--- src/rtl/mult_pkg.sv ---
package mult_pkg;

    // Operand and product widths
    localparam int OPERAND_W = 16;
    localparam int PRODUCT_W = 2 * OPERAND_W;

    // One step per multiplier bit, the last one is the sign step
    localparam int NUM_STEPS = OPERAND_W;
    localparam int COUNT_W   = $clog2(NUM_STEPS);

    // Signed operand, two's complement
    typedef logic [OPERAND_W-1:0] operand_t;

    // Signed product, two's complement
    typedef logic [PRODUCT_W-1:0] product_t;

    // Index of the multiplier bit under examination
    typedef logic [COUNT_W-1:0] step_count_t;

    // Controller states
    typedef enum logic [1:0] {
        IDLE   = 2'd0, // Waiting for an operand pair
        CALC   = 2'd1, // One bit step per cycle
        RESULT = 2'd2  // Product held for the consumer
    } mult_state_t;

endpackage

--- src/rtl/mult_controller.sv ---
`timescale 1ns/1ps

module mult_controller
    import mult_pkg::*;
(
    input  logic clk,
    input  logic n_rst,

    // Source stream
    input  logic src_valid_i,
    output logic src_ready_o,

    // Destination stream
    input  logic dst_ready_i,
    output logic dst_valid_o,

    // Datapath flags
    input  logic mult_bit_i,
    input  logic count_last_i,

    // Datapath enables
    output logic load_o,
    output logic step_en_o,
    output logic add_o,
    output logic sub_o,
    output logic result_en_o
);

    mult_state_t state_q;
    mult_state_t state_d;

    always_ff @(posedge clk or negedge n_rst) begin
        if (!n_rst) begin
            state_q <= IDLE;
        end else begin
            state_q <= state_d;
        end
    end

    // Next state
    always_comb begin
        state_d = state_q;
        case (state_q)
            IDLE: begin
                if (src_valid_i) begin
                    state_d = CALC; // Operands taken on this edge
                end
            end

            CALC: begin
                if (count_last_i) begin
                    state_d = RESULT; // Sign step done, product loaded
                end
            end

            RESULT: begin
                if (dst_ready_i) begin
                    state_d = IDLE;
                end
            end

            default: begin
                state_d = IDLE;
            end
        endcase
    end

    // Outputs, all zero unless the state asks for them
    always_comb begin
        src_ready_o = 1'b0;
        dst_valid_o = 1'b0;
        load_o      = 1'b0;
        step_en_o   = 1'b0;
        add_o       = 1'b0;
        sub_o       = 1'b0;
        result_en_o = 1'b0;

        case (state_q)
            IDLE: begin
                src_ready_o = 1'b1;
                load_o      = src_valid_i; // Load on the acceptance edge
            end

            CALC: begin
                step_en_o = 1'b1;
                if (count_last_i) begin
                    // Bit 15 carries weight -2^15
                    sub_o       = mult_bit_i;
                    result_en_o = 1'b1;
                end else begin
                    add_o = mult_bit_i;
                end
            end

            RESULT: begin
                dst_valid_o = 1'b1; // Held until dst_ready_i
            end

            default: begin
                src_ready_o = 1'b0;
                dst_valid_o = 1'b0;
            end
        endcase
    end

endmodule

--- src/rtl/mult_datapath.sv ---
`timescale 1ns/1ps

module mult_datapath
    import mult_pkg::*;
(
    input  logic     clk,
    input  logic     n_rst,

    // Operands from the source stream
    input  operand_t multiplicand_i,
    input  operand_t multiplier_i,

    // Enables from the controller
    input  logic     load_i,
    input  logic     step_en_i,
    input  logic     add_i,
    input  logic     sub_i,
    input  logic     result_en_i,

    // Flags to the controller
    output logic     mult_bit_o,
    output logic     count_last_o,

    // Result
    output product_t product_o
);

    localparam step_count_t LAST_STEP = step_count_t'(NUM_STEPS - 1);

    product_t    mcand_q;   // Multiplicand, sign-extended
    operand_t    mplier_q;  // Multiplier, shifted right each step
    step_count_t count_q;
    product_t    acc_q;
    product_t    product_q;

    product_t    aligned;
    product_t    acc_d;

    // Multiplicand weighted by the current bit position
    assign aligned = mcand_q << count_q;

    always_comb begin
        acc_d = acc_q;
        if (add_i) begin
            acc_d = acc_q + aligned;
        end else if (sub_i) begin
            acc_d = acc_q - aligned; // Sign step only
        end
    end

    always_ff @(posedge clk or negedge n_rst) begin
        if (!n_rst) begin
            mcand_q <= '0;
        end else if (load_i) begin
            mcand_q <= {{(PRODUCT_W - OPERAND_W){multiplicand_i[OPERAND_W-1]}}, multiplicand_i};
        end
    end

    always_ff @(posedge clk or negedge n_rst) begin
        if (!n_rst) begin
            mplier_q <= '0;
        end else if (load_i) begin
            mplier_q <= multiplier_i;
        end else if (step_en_i) begin
            mplier_q <= {1'b0, mplier_q[OPERAND_W-1:1]}; // Next bit into bit 0
        end
    end

    always_ff @(posedge clk or negedge n_rst) begin
        if (!n_rst) begin
            count_q <= '0;
        end else if (load_i) begin
            count_q <= '0;
        end else if (step_en_i) begin
            count_q <= step_count_t'(count_q + 1'b1); // Wraps after the sign step
        end
    end

    always_ff @(posedge clk or negedge n_rst) begin
        if (!n_rst) begin
            acc_q <= '0;
        end else if (load_i) begin
            acc_q <= '0;
        end else if (step_en_i) begin
            acc_q <= acc_d;
        end
    end

    // Takes the final sum on the same edge as the last step
    always_ff @(posedge clk or negedge n_rst) begin
        if (!n_rst) begin
            product_q <= '0;
        end else if (result_en_i) begin
            product_q <= acc_d;
        end
    end

    assign mult_bit_o   = mplier_q[0];
    assign count_last_o = (count_q == LAST_STEP);
    assign product_o    = product_q;

endmodule

--- src/rtl/seq_multiplier.sv ---
`timescale 1ns/1ps

module seq_multiplier
    import mult_pkg::*;
(
    input  logic     clk,
    input  logic     n_rst,

    // Source side
    input  logic     src_valid_i,
    output logic     src_ready_o,
    input  operand_t multiplicand_i,
    input  operand_t multiplier_i,

    // Destination side
    output logic     dst_valid_o,
    input  logic     dst_ready_i,
    output product_t product_o
);

    logic load;
    logic step_en;
    logic add;
    logic sub;
    logic result_en;
    logic mult_bit;
    logic count_last;

    mult_controller mult_controller_inst (
        .clk          (clk),
        .n_rst        (n_rst),
        .src_valid_i  (src_valid_i),
        .src_ready_o  (src_ready_o),
        .dst_ready_i  (dst_ready_i),
        .dst_valid_o  (dst_valid_o),
        .mult_bit_i   (mult_bit),
        .count_last_i (count_last),
        .load_o       (load),
        .step_en_o    (step_en),
        .add_o        (add),
        .sub_o        (sub),
        .result_en_o  (result_en)
    );

    mult_datapath mult_datapath_inst (
        .clk            (clk),
        .n_rst          (n_rst),
        .multiplicand_i (multiplicand_i),
        .multiplier_i   (multiplier_i),
        .load_i         (load),
        .step_en_i      (step_en),
        .add_i          (add),
        .sub_i          (sub),
        .result_en_i    (result_en),
        .mult_bit_o     (mult_bit),
        .count_last_o   (count_last),
        .product_o      (product_o)
    );

endmodule

--- config.mk ---
export PLATFORM = sky130hd
export DESIGN_NAME = seq_multiplier
export DESIGN_NICKNAME = d
export VERILOG_FILES = /design/src/rtl/mult_pkg.sv /design/src/rtl/mult_controller.sv /design/src/rtl/mult_datapath.sv /design/src/rtl/seq_multiplier.sv
export SDC_FILE = /design/constraint.sdc
export NUM_CORES = 1
export LEC_CHECK = 0
export BUFFER_PORTS_ARGS = -buffer_cell sky130_fd_sc_hd__buf_4
export CAP_MARGIN = 0
export CORE_MARGIN = 1.5
export CORE_UTILIZATION = 50
export DETAILED_ROUTE_END_ITERATION = 10
export GPL_TIMING_DRIVEN = 0
export HOLD_SLACK_MARGIN = 0.03
export PLACE_DENSITY = 0.69
export SLEW_MARGIN = 20
export SYNTH_ARGS = -nofsm -noshare
export SYNTH_HDL_FRONTEND = slang
export SYNTH_SLANG_ARGS = --single-unit
--- constraint.sdc ---
create_clock -name clk -period 6.1 [get_ports clk]
set_input_delay 0.915 -clock clk [delete_from_list [all_inputs] [get_ports clk]]
set_output_delay 0.915 -clock clk [all_outputs]
set_load 0.01 [all_outputs]
* Word level (Yosys, flattened, before mapping) *
Index checks and enable logic that the tools add are counted.

storage, ports and cells
  bits in registers = 102
  latch bits = 0
  memory bits (writable) = 0
  memory bits (read-only) = 0
  bits of input ports = 36
  logic and storage cells = 41
  memories kept = 0

operators by class
  add/sub/neg operators = 3
  multipliers = 0
  div/mod/pow operators = 0
  order comparisons = 0
  equal/unequal tests = 6
  shift-type cells = 1
  muxes and demuxes = 22
  bitwise gates (word level) = 0
  reductions and logical operators = 3

operators with widths
  operator                                                         count
  32-bit 2-to-1 mux                                                4
  32-bit adder                                                     1
  16-bit 2-to-1 mux                                                2
  32-bit by 4-bit << shifter with 32-bit output                    1
  32-bit subtractor                                                1
  1-bit 2-to-1 mux                                                 10
  4-bit 2-to-1 mux                                                 2
  2-bit 2-to-1 mux                                                 3
  2-bit != test, second input constant                             3
  2-bit one-hot mux with 3 select lines                            1
  4-bit by 1-bit adder with 4-bit output, second input constant    1
  4-bit == test, second input constant                             1
  3-bit AND reduction                                              1
  2-bit by 1-bit == test with 1-bit output, second input constant  1
  2-bit == test, second input constant                             1
  2-bit logical NOT                                                1
  2-bit nonzero test                                               1

* Longest topological paths before layout *
  word-level depth = 7
  mapped depth = 21
  mapped depth without buffers = 19

* Cells and area by module *
Synthesis repeated with hierarchy kept, for this count alone.

second synthesis, totals
  cell total of the unflattened synthesis = 1059
  area, all modules = 8978.6 um^2

modules (own cells, without submodules)
  module           times used  cells an instance  area an instance (um^2)
  mult_datapath    1           1045               8847.2
  mult_controller  1           14                 131.4

* Least setup slack after synthesis *
No wires, ideal clock.

  kind = reg-to-reg
  start point = register mult_datapath_inst.count_q[0]
  end point = register mult_datapath_inst.product_q[31], in the netlist mult_datapath_inst.product_o[31]
  setup time = 82 ps
  arrival = 4353 ps
  slack = 1665 ps
  stages on the path, launching flop included = 20
  path buffers = 3
  period minus slack after synthesis = 4435 ps
  cell sequence = dfrtp_1 clkbuf_1 buf_1 mux2i_1 nand2_1 o21ai_0 nor2_1 a21oi_1 or2_2 ha_1 buf_2 or4_4 a21oi_2 o31a_2 o21a_2 a311o_2 o21ai_0 or4b_4 a21o_1 a31oi_1

between the ends
  cells in the longest elaborated chain, start to end = 5
  elaborated cells on any way between the ends = 12
  those cells by class = add/sub: 2; eq/ne: 1; shift: 1; mux: 8

ends and longest elaborated chain
  item                                                                       line                 RTL
  start: declaration                                                         mult_datapath.sv:32  step_count_t count_q;
  start signal: assignment                                                   mult_datapath.sv:75  count_q <= step_count_t'(count_q + 1'b1);
  parallel branches: the longest is 5 deep, another holds 32-bit subtractor  n/a
  end signal: assignment                                                     mult_datapath.sv:92  product_q <= '0;
  end signal: assignment                                                     mult_datapath.sv:94  product_q <= acc_d;
  end: declaration                                                           mult_datapath.sv:34  product_t product_q;

Several ways; the timed one is not identified.
A chain may end at the register's enable or synchronous reset.

* Final worst setup path *
  start point = register mult_datapath_inst.count_q[0]
  end point = register mult_datapath_inst.acc_q[30]

between the ends
  cells in the longest elaborated chain, start to end = 7
  elaborated cells on any way between the ends = 12
  those cells by class = add/sub: 2; eq/ne: 1; shift: 1; mux: 8

ends and longest elaborated chain
  item                                                                       line                 RTL
  parallel branches: the longest is 4 deep, another holds 32-bit subtractor  n/a
  32-bit 2-to-1 mux *                                                        mult_datapath.sv:44  if (add_i) begin
  32-bit 2-to-1 mux *                                                        mult_datapath.sv:84  end else if (step_en_i) begin
  32-bit 2-to-1 mux *                                                        mult_datapath.sv:82  end else if (load_i) begin
  end signal: assignment                                                     mult_datapath.sv:81  acc_q <= '0;
  end signal: assignment                                                     mult_datapath.sv:83  acc_q <= '0;
  end signal: assignment                                                     mult_datapath.sv:85  acc_q <= acc_d;
  end: declaration                                                           mult_datapath.sv:33  product_t acc_q;

Mark *: on every way between the ends. The select of a mux whose other input is x is not followed.

==> Implementation_results.wiki <==
{| class="wikitable"
! Metric !! Value
|-
| Run status || finished clean
|-
| CTS root buf || sky130_fd_sc_hd__clkbuf_16
|-
| Detailed-route wire length || 26.0 mm
|-
| Clock sink count || slightly above 100
|-
| Hold Slack || 0.476 ns
|-
| Commonest cells after routing, fill and taps aside || 170 x sky130_fd_sc_hd__nand2_1, 102 x sky130_fd_sc_hd__dfrtp_1, 97 x sky130_fd_sc_hd__o21ai_0
|-
| Buffers & Inverters on Critical Path || 3
|-
| Delay contributed by the slowest stage of the critical path || 0.52 ns
|-
| Setup WS pre-CTS || slightly below 0.8 ns
|-
| Initial core utilization || between 50% and 60%
|-
| Wire length of the first global-routing pass || around 42 mm
|-
| Relative slew margins || 37.5%
|-
| Antenna violations before repair || 0
|-
| Count of filler cells inserted in the layout || roughly 1.6k
|-
| Number of global-route vias before repair || between 7k and 8k
|-
| # diodes || 0
|-
| Vias || ~8.2k
|-
| Hpwl dp || ~20 mm
|-
| Combined flip-flop and latch cell area || 2550 um^2
|-
| Largest clock skew in the final design || between 0.008 and 0.009 ns
|-
| #FFs+latches synth || 102
|-
| Unrepaired setup endpoints after global routing || false
|-
| Final cell area excluding filler cells || roughly 9500 um^2
|-
| Capturing element type of the critical path || register
|-
| Number of unique standard cell types used by synthesis || 85
|-
| Placed cell areas || between 9000 and 10000 um^2
|-
| Delay-heaviest family, CP || compound AO/OA/AOI/OAI gates
|-
| Resize count post-CTS || 0
|-
| Netlist area before placement || 8450 um^2
|-
| Insertion delay to the later sink of the worst-skew pair || roughly 0.36 ns
|-
| Worst-path cell with the longest stage delay || sky130_fd_sc_hd__buf_1
|-
| Maxcap violations || 0
|-
| Number of setup buffers added after CTS || 0
|-
| Start-to-end type of the worst setup path || reg2reg
|-
| Async set or reset register ratio after synthesis || 100%
|-
| Register area share after synthesis || 30.2%
|-
| Worst setup margin || 0.591 ns
|-
| Maximum number of pins on one net before global-route repair || roughly 100
|-
| Class of the tightest hold or removal check || reg2reg
|-
| Total die area || around 18000 um^2
|-
| Finish-stage setup viols || 0
|-
| Clock-pin transition on the worst setup and hold timing paths || about 0.070 ns
|-
| Data required time at the worst endpoint || about 6.3 ns
|-
| Row cnt || between 40 and 50
|-
| Multi-input gate area || 5310 um^2
|-
| Crit start category || register
|-
| Layout cell share with drive strength beyond 1 || a little under an eighth
|-
| Drc violations || 0
|-
| Vias per Instance || 5.97
|-
| Total of warnings raised by yosys || 0
|-
| Number of instances in the synthesized netlist || ~1.1k
|-
| Final Max Tran Viols || 0
|-
| Hold buffer count at CTS || 0
|-
| Peak fanout along the critical path || 10
|-
| First drt pass iteration count || 5
|-
| Actual slew at the worst max-slew pin || about 0.94 ns
|-
| NumNets Final || 1247
|-
| Highest attainable clock frequency || roughly 180 MHz
|-
| Count of port buffers added during placement || around 70
|-
| Series of cell instances along the critical path || clkbuf_1, buf_1, mux2i_1, nor2_1, a31oi_1, nor2_1, a21oi_1, nand2_1, o21ai_0, ha_1, inv_1, a21oi_1, nand3b_1, or4_1, o21ai_1, nor3_1, o221a_2, a221oi_1, mux2i_1, a31oi_1
|-
| Number of failing hold endpoints at the final stage || 0
|-
| First DRT Iteration DRCs || approximately 570
|-
| Maximum number of buffers from clock root to sink || 2
|-
| EDFF count, synth || 0
|-
| All-layer global routing usage || between 30% and 40%
|-
| Most used DFF post-synth || sky130_fd_sc_hd__dfrtp_1
|-
| Leading cell type in the layout, fill and taps excluded || sky130_fd_sc_hd__nand2_1
|-
| Area grow syn2layout || 12.6%
|-
| CTS tree || built
|-
| Post-route minimum period || 5.51 ns
|-
| Num CTS Buffers || 9
|-
| Aggregate negative setup slack || 0 ns
|-
| Post-route ant nets || 0
|-
| DIE WIDTH || roughly 130 um
|-
| Placeable core region || between 15000 and 20000 um^2
|-
| Period utilization || around nine tenths
|-
| Signal arrival time at the worst endpoint || approximately 5.7 ns
|-
| H-tree levels || 3
|-
| Post-Synthesis Mean Instance Area || between 7 and 8 um^2
|-
| Total gr overflow || 0
|-
| Die Y-Extent || 133 um
|-
| Global placement routability congestion || around 1.0
|-
| IO Count || 70
|-
| Post-synth net total || roughly 1.2k
|-
| Drt wl/cell || about 19 um
|}
[layer usage]
layer	wire (um)	vias up	track usage [%]	share of wire (%)
met4	1110	0	14.0	4.3
li1	-	3896	-	-
met3	1230	60	4.44	4.7
met1	11700	3948	40.6	45
met5	0	-	0	0
met2	12000	270	48.7	46
[Yosys cell counts (all sizes together) (13+ instances only)]
master,instances,area share [%]
a21o,18,1.6
o31ai,15,1.7
nor2b,13,0.96
buf,16,1.6
nand2,170,7.6
nor3,19,1.1
xnor2,27,2.8
nand2b,18,1.4
a21oi,77,4.7
ha,63,9.3
inv,71,3.2
dfrtp,102,30
clkbuf,48,2.1
o21ai,100,5.9
o21bai,14,1.2
nand3,25,1.5
a22oi,20,1.8
a31oi,13,0.96
nor2,75,3.4
mux2i,31,3.7
[cell families after synthesis]
kind of cell             Yosys count  share of synthesized area (%)
multiplexers                      39                           4.87
buffers and inverters            136                           6.97
AO/OA/AOI/OAI                    328                           25.2
flip-flops                       102                           30.2
XOR/XNOR                          33                           3.42
adder cells (fa/ha/maj)           65                           9.80
AND/OR/NAND/NOR                  363                           19.6
[stage by stage]
step	utilization (%)	instances
2_1_floorplan	-	1066
3_3_place_gp	55.9	1355
3_5_place_dp	56.0	1355
4_1_cts	57.6	1370
5_1_grt	57.6	1370
6_report	57.6	1370
[worst paths after layout]
| check | startpoint | to | cells after the start | slack [ns] |
|---|---|---|---|---|
| max | mult_datapath_inst.count_q[0]$_DFFE_PN0P_ | mult_datapath_inst.acc_q[30]$_DFFE_PN0P_ | 20 | 0.59 |
| min | mult_datapath_inst.mplier_q[8]$_DFFE_PN0P_ | mult_datapath_inst.mplier_q[8]$_DFFE_PN0P_ | 2 | 0.48 |
| max reg2reg | mult_datapath_inst.count_q[0]$_DFFE_PN0P_ | mult_datapath_inst.acc_q[30]$_DFFE_PN0P_ | 20 | 0.59 |
| min reg2reg | mult_datapath_inst.mplier_q[8]$_DFFE_PN0P_ | mult_datapath_inst.mplier_q[8]$_DFFE_PN0P_ | 2 | 0.48 |
| max in group asynchronous | n_rst | mult_datapath_inst.product_o[14]$_DFFE_PN0P_ | 1 | 4.81 |
| min in group asynchronous | n_rst | mult_datapath_inst.mcand_q[6]$_DFFE_PN0P_ | 1 | 0.67 |
[worst min-delay path: stages, from the launching register on]
cell,delay [ns]
sky130_fd_sc_hd__dfrtp_1,0.35
sky130_fd_sc_hd__nand2_1,0.05
sky130_fd_sc_hd__nand2_1,0.05
[sequential cells by signal, summed over array words and instances, names as in the netlist]
register and cells:
mult_datapath_inst.count_q 4, mult_datapath_inst.acc_q 32, mult_datapath_inst.product_o 32, mult_datapath_inst.mcand_q 16
mult_datapath_inst.mplier_q 16, mult_controller_inst.state_q 2
[final cells by class]
type / instances / share of cell area [%]
Clock buffer: 10 / 2.41
Buffer: 65 / 3.39
Tap cell: 220 / 2.89
Clock inverter: 5 / 0.368
Sequential cell: 102 / 26.8
Multi-Input combinational cell: 828 / 55.8
Inverter: 71 / 2.80
Timing Repair Buffer: 69 / 5.49
Power is not shown: default switching activity piles up to over one toggle a cycle in this logic, so the estimate is an artifact.
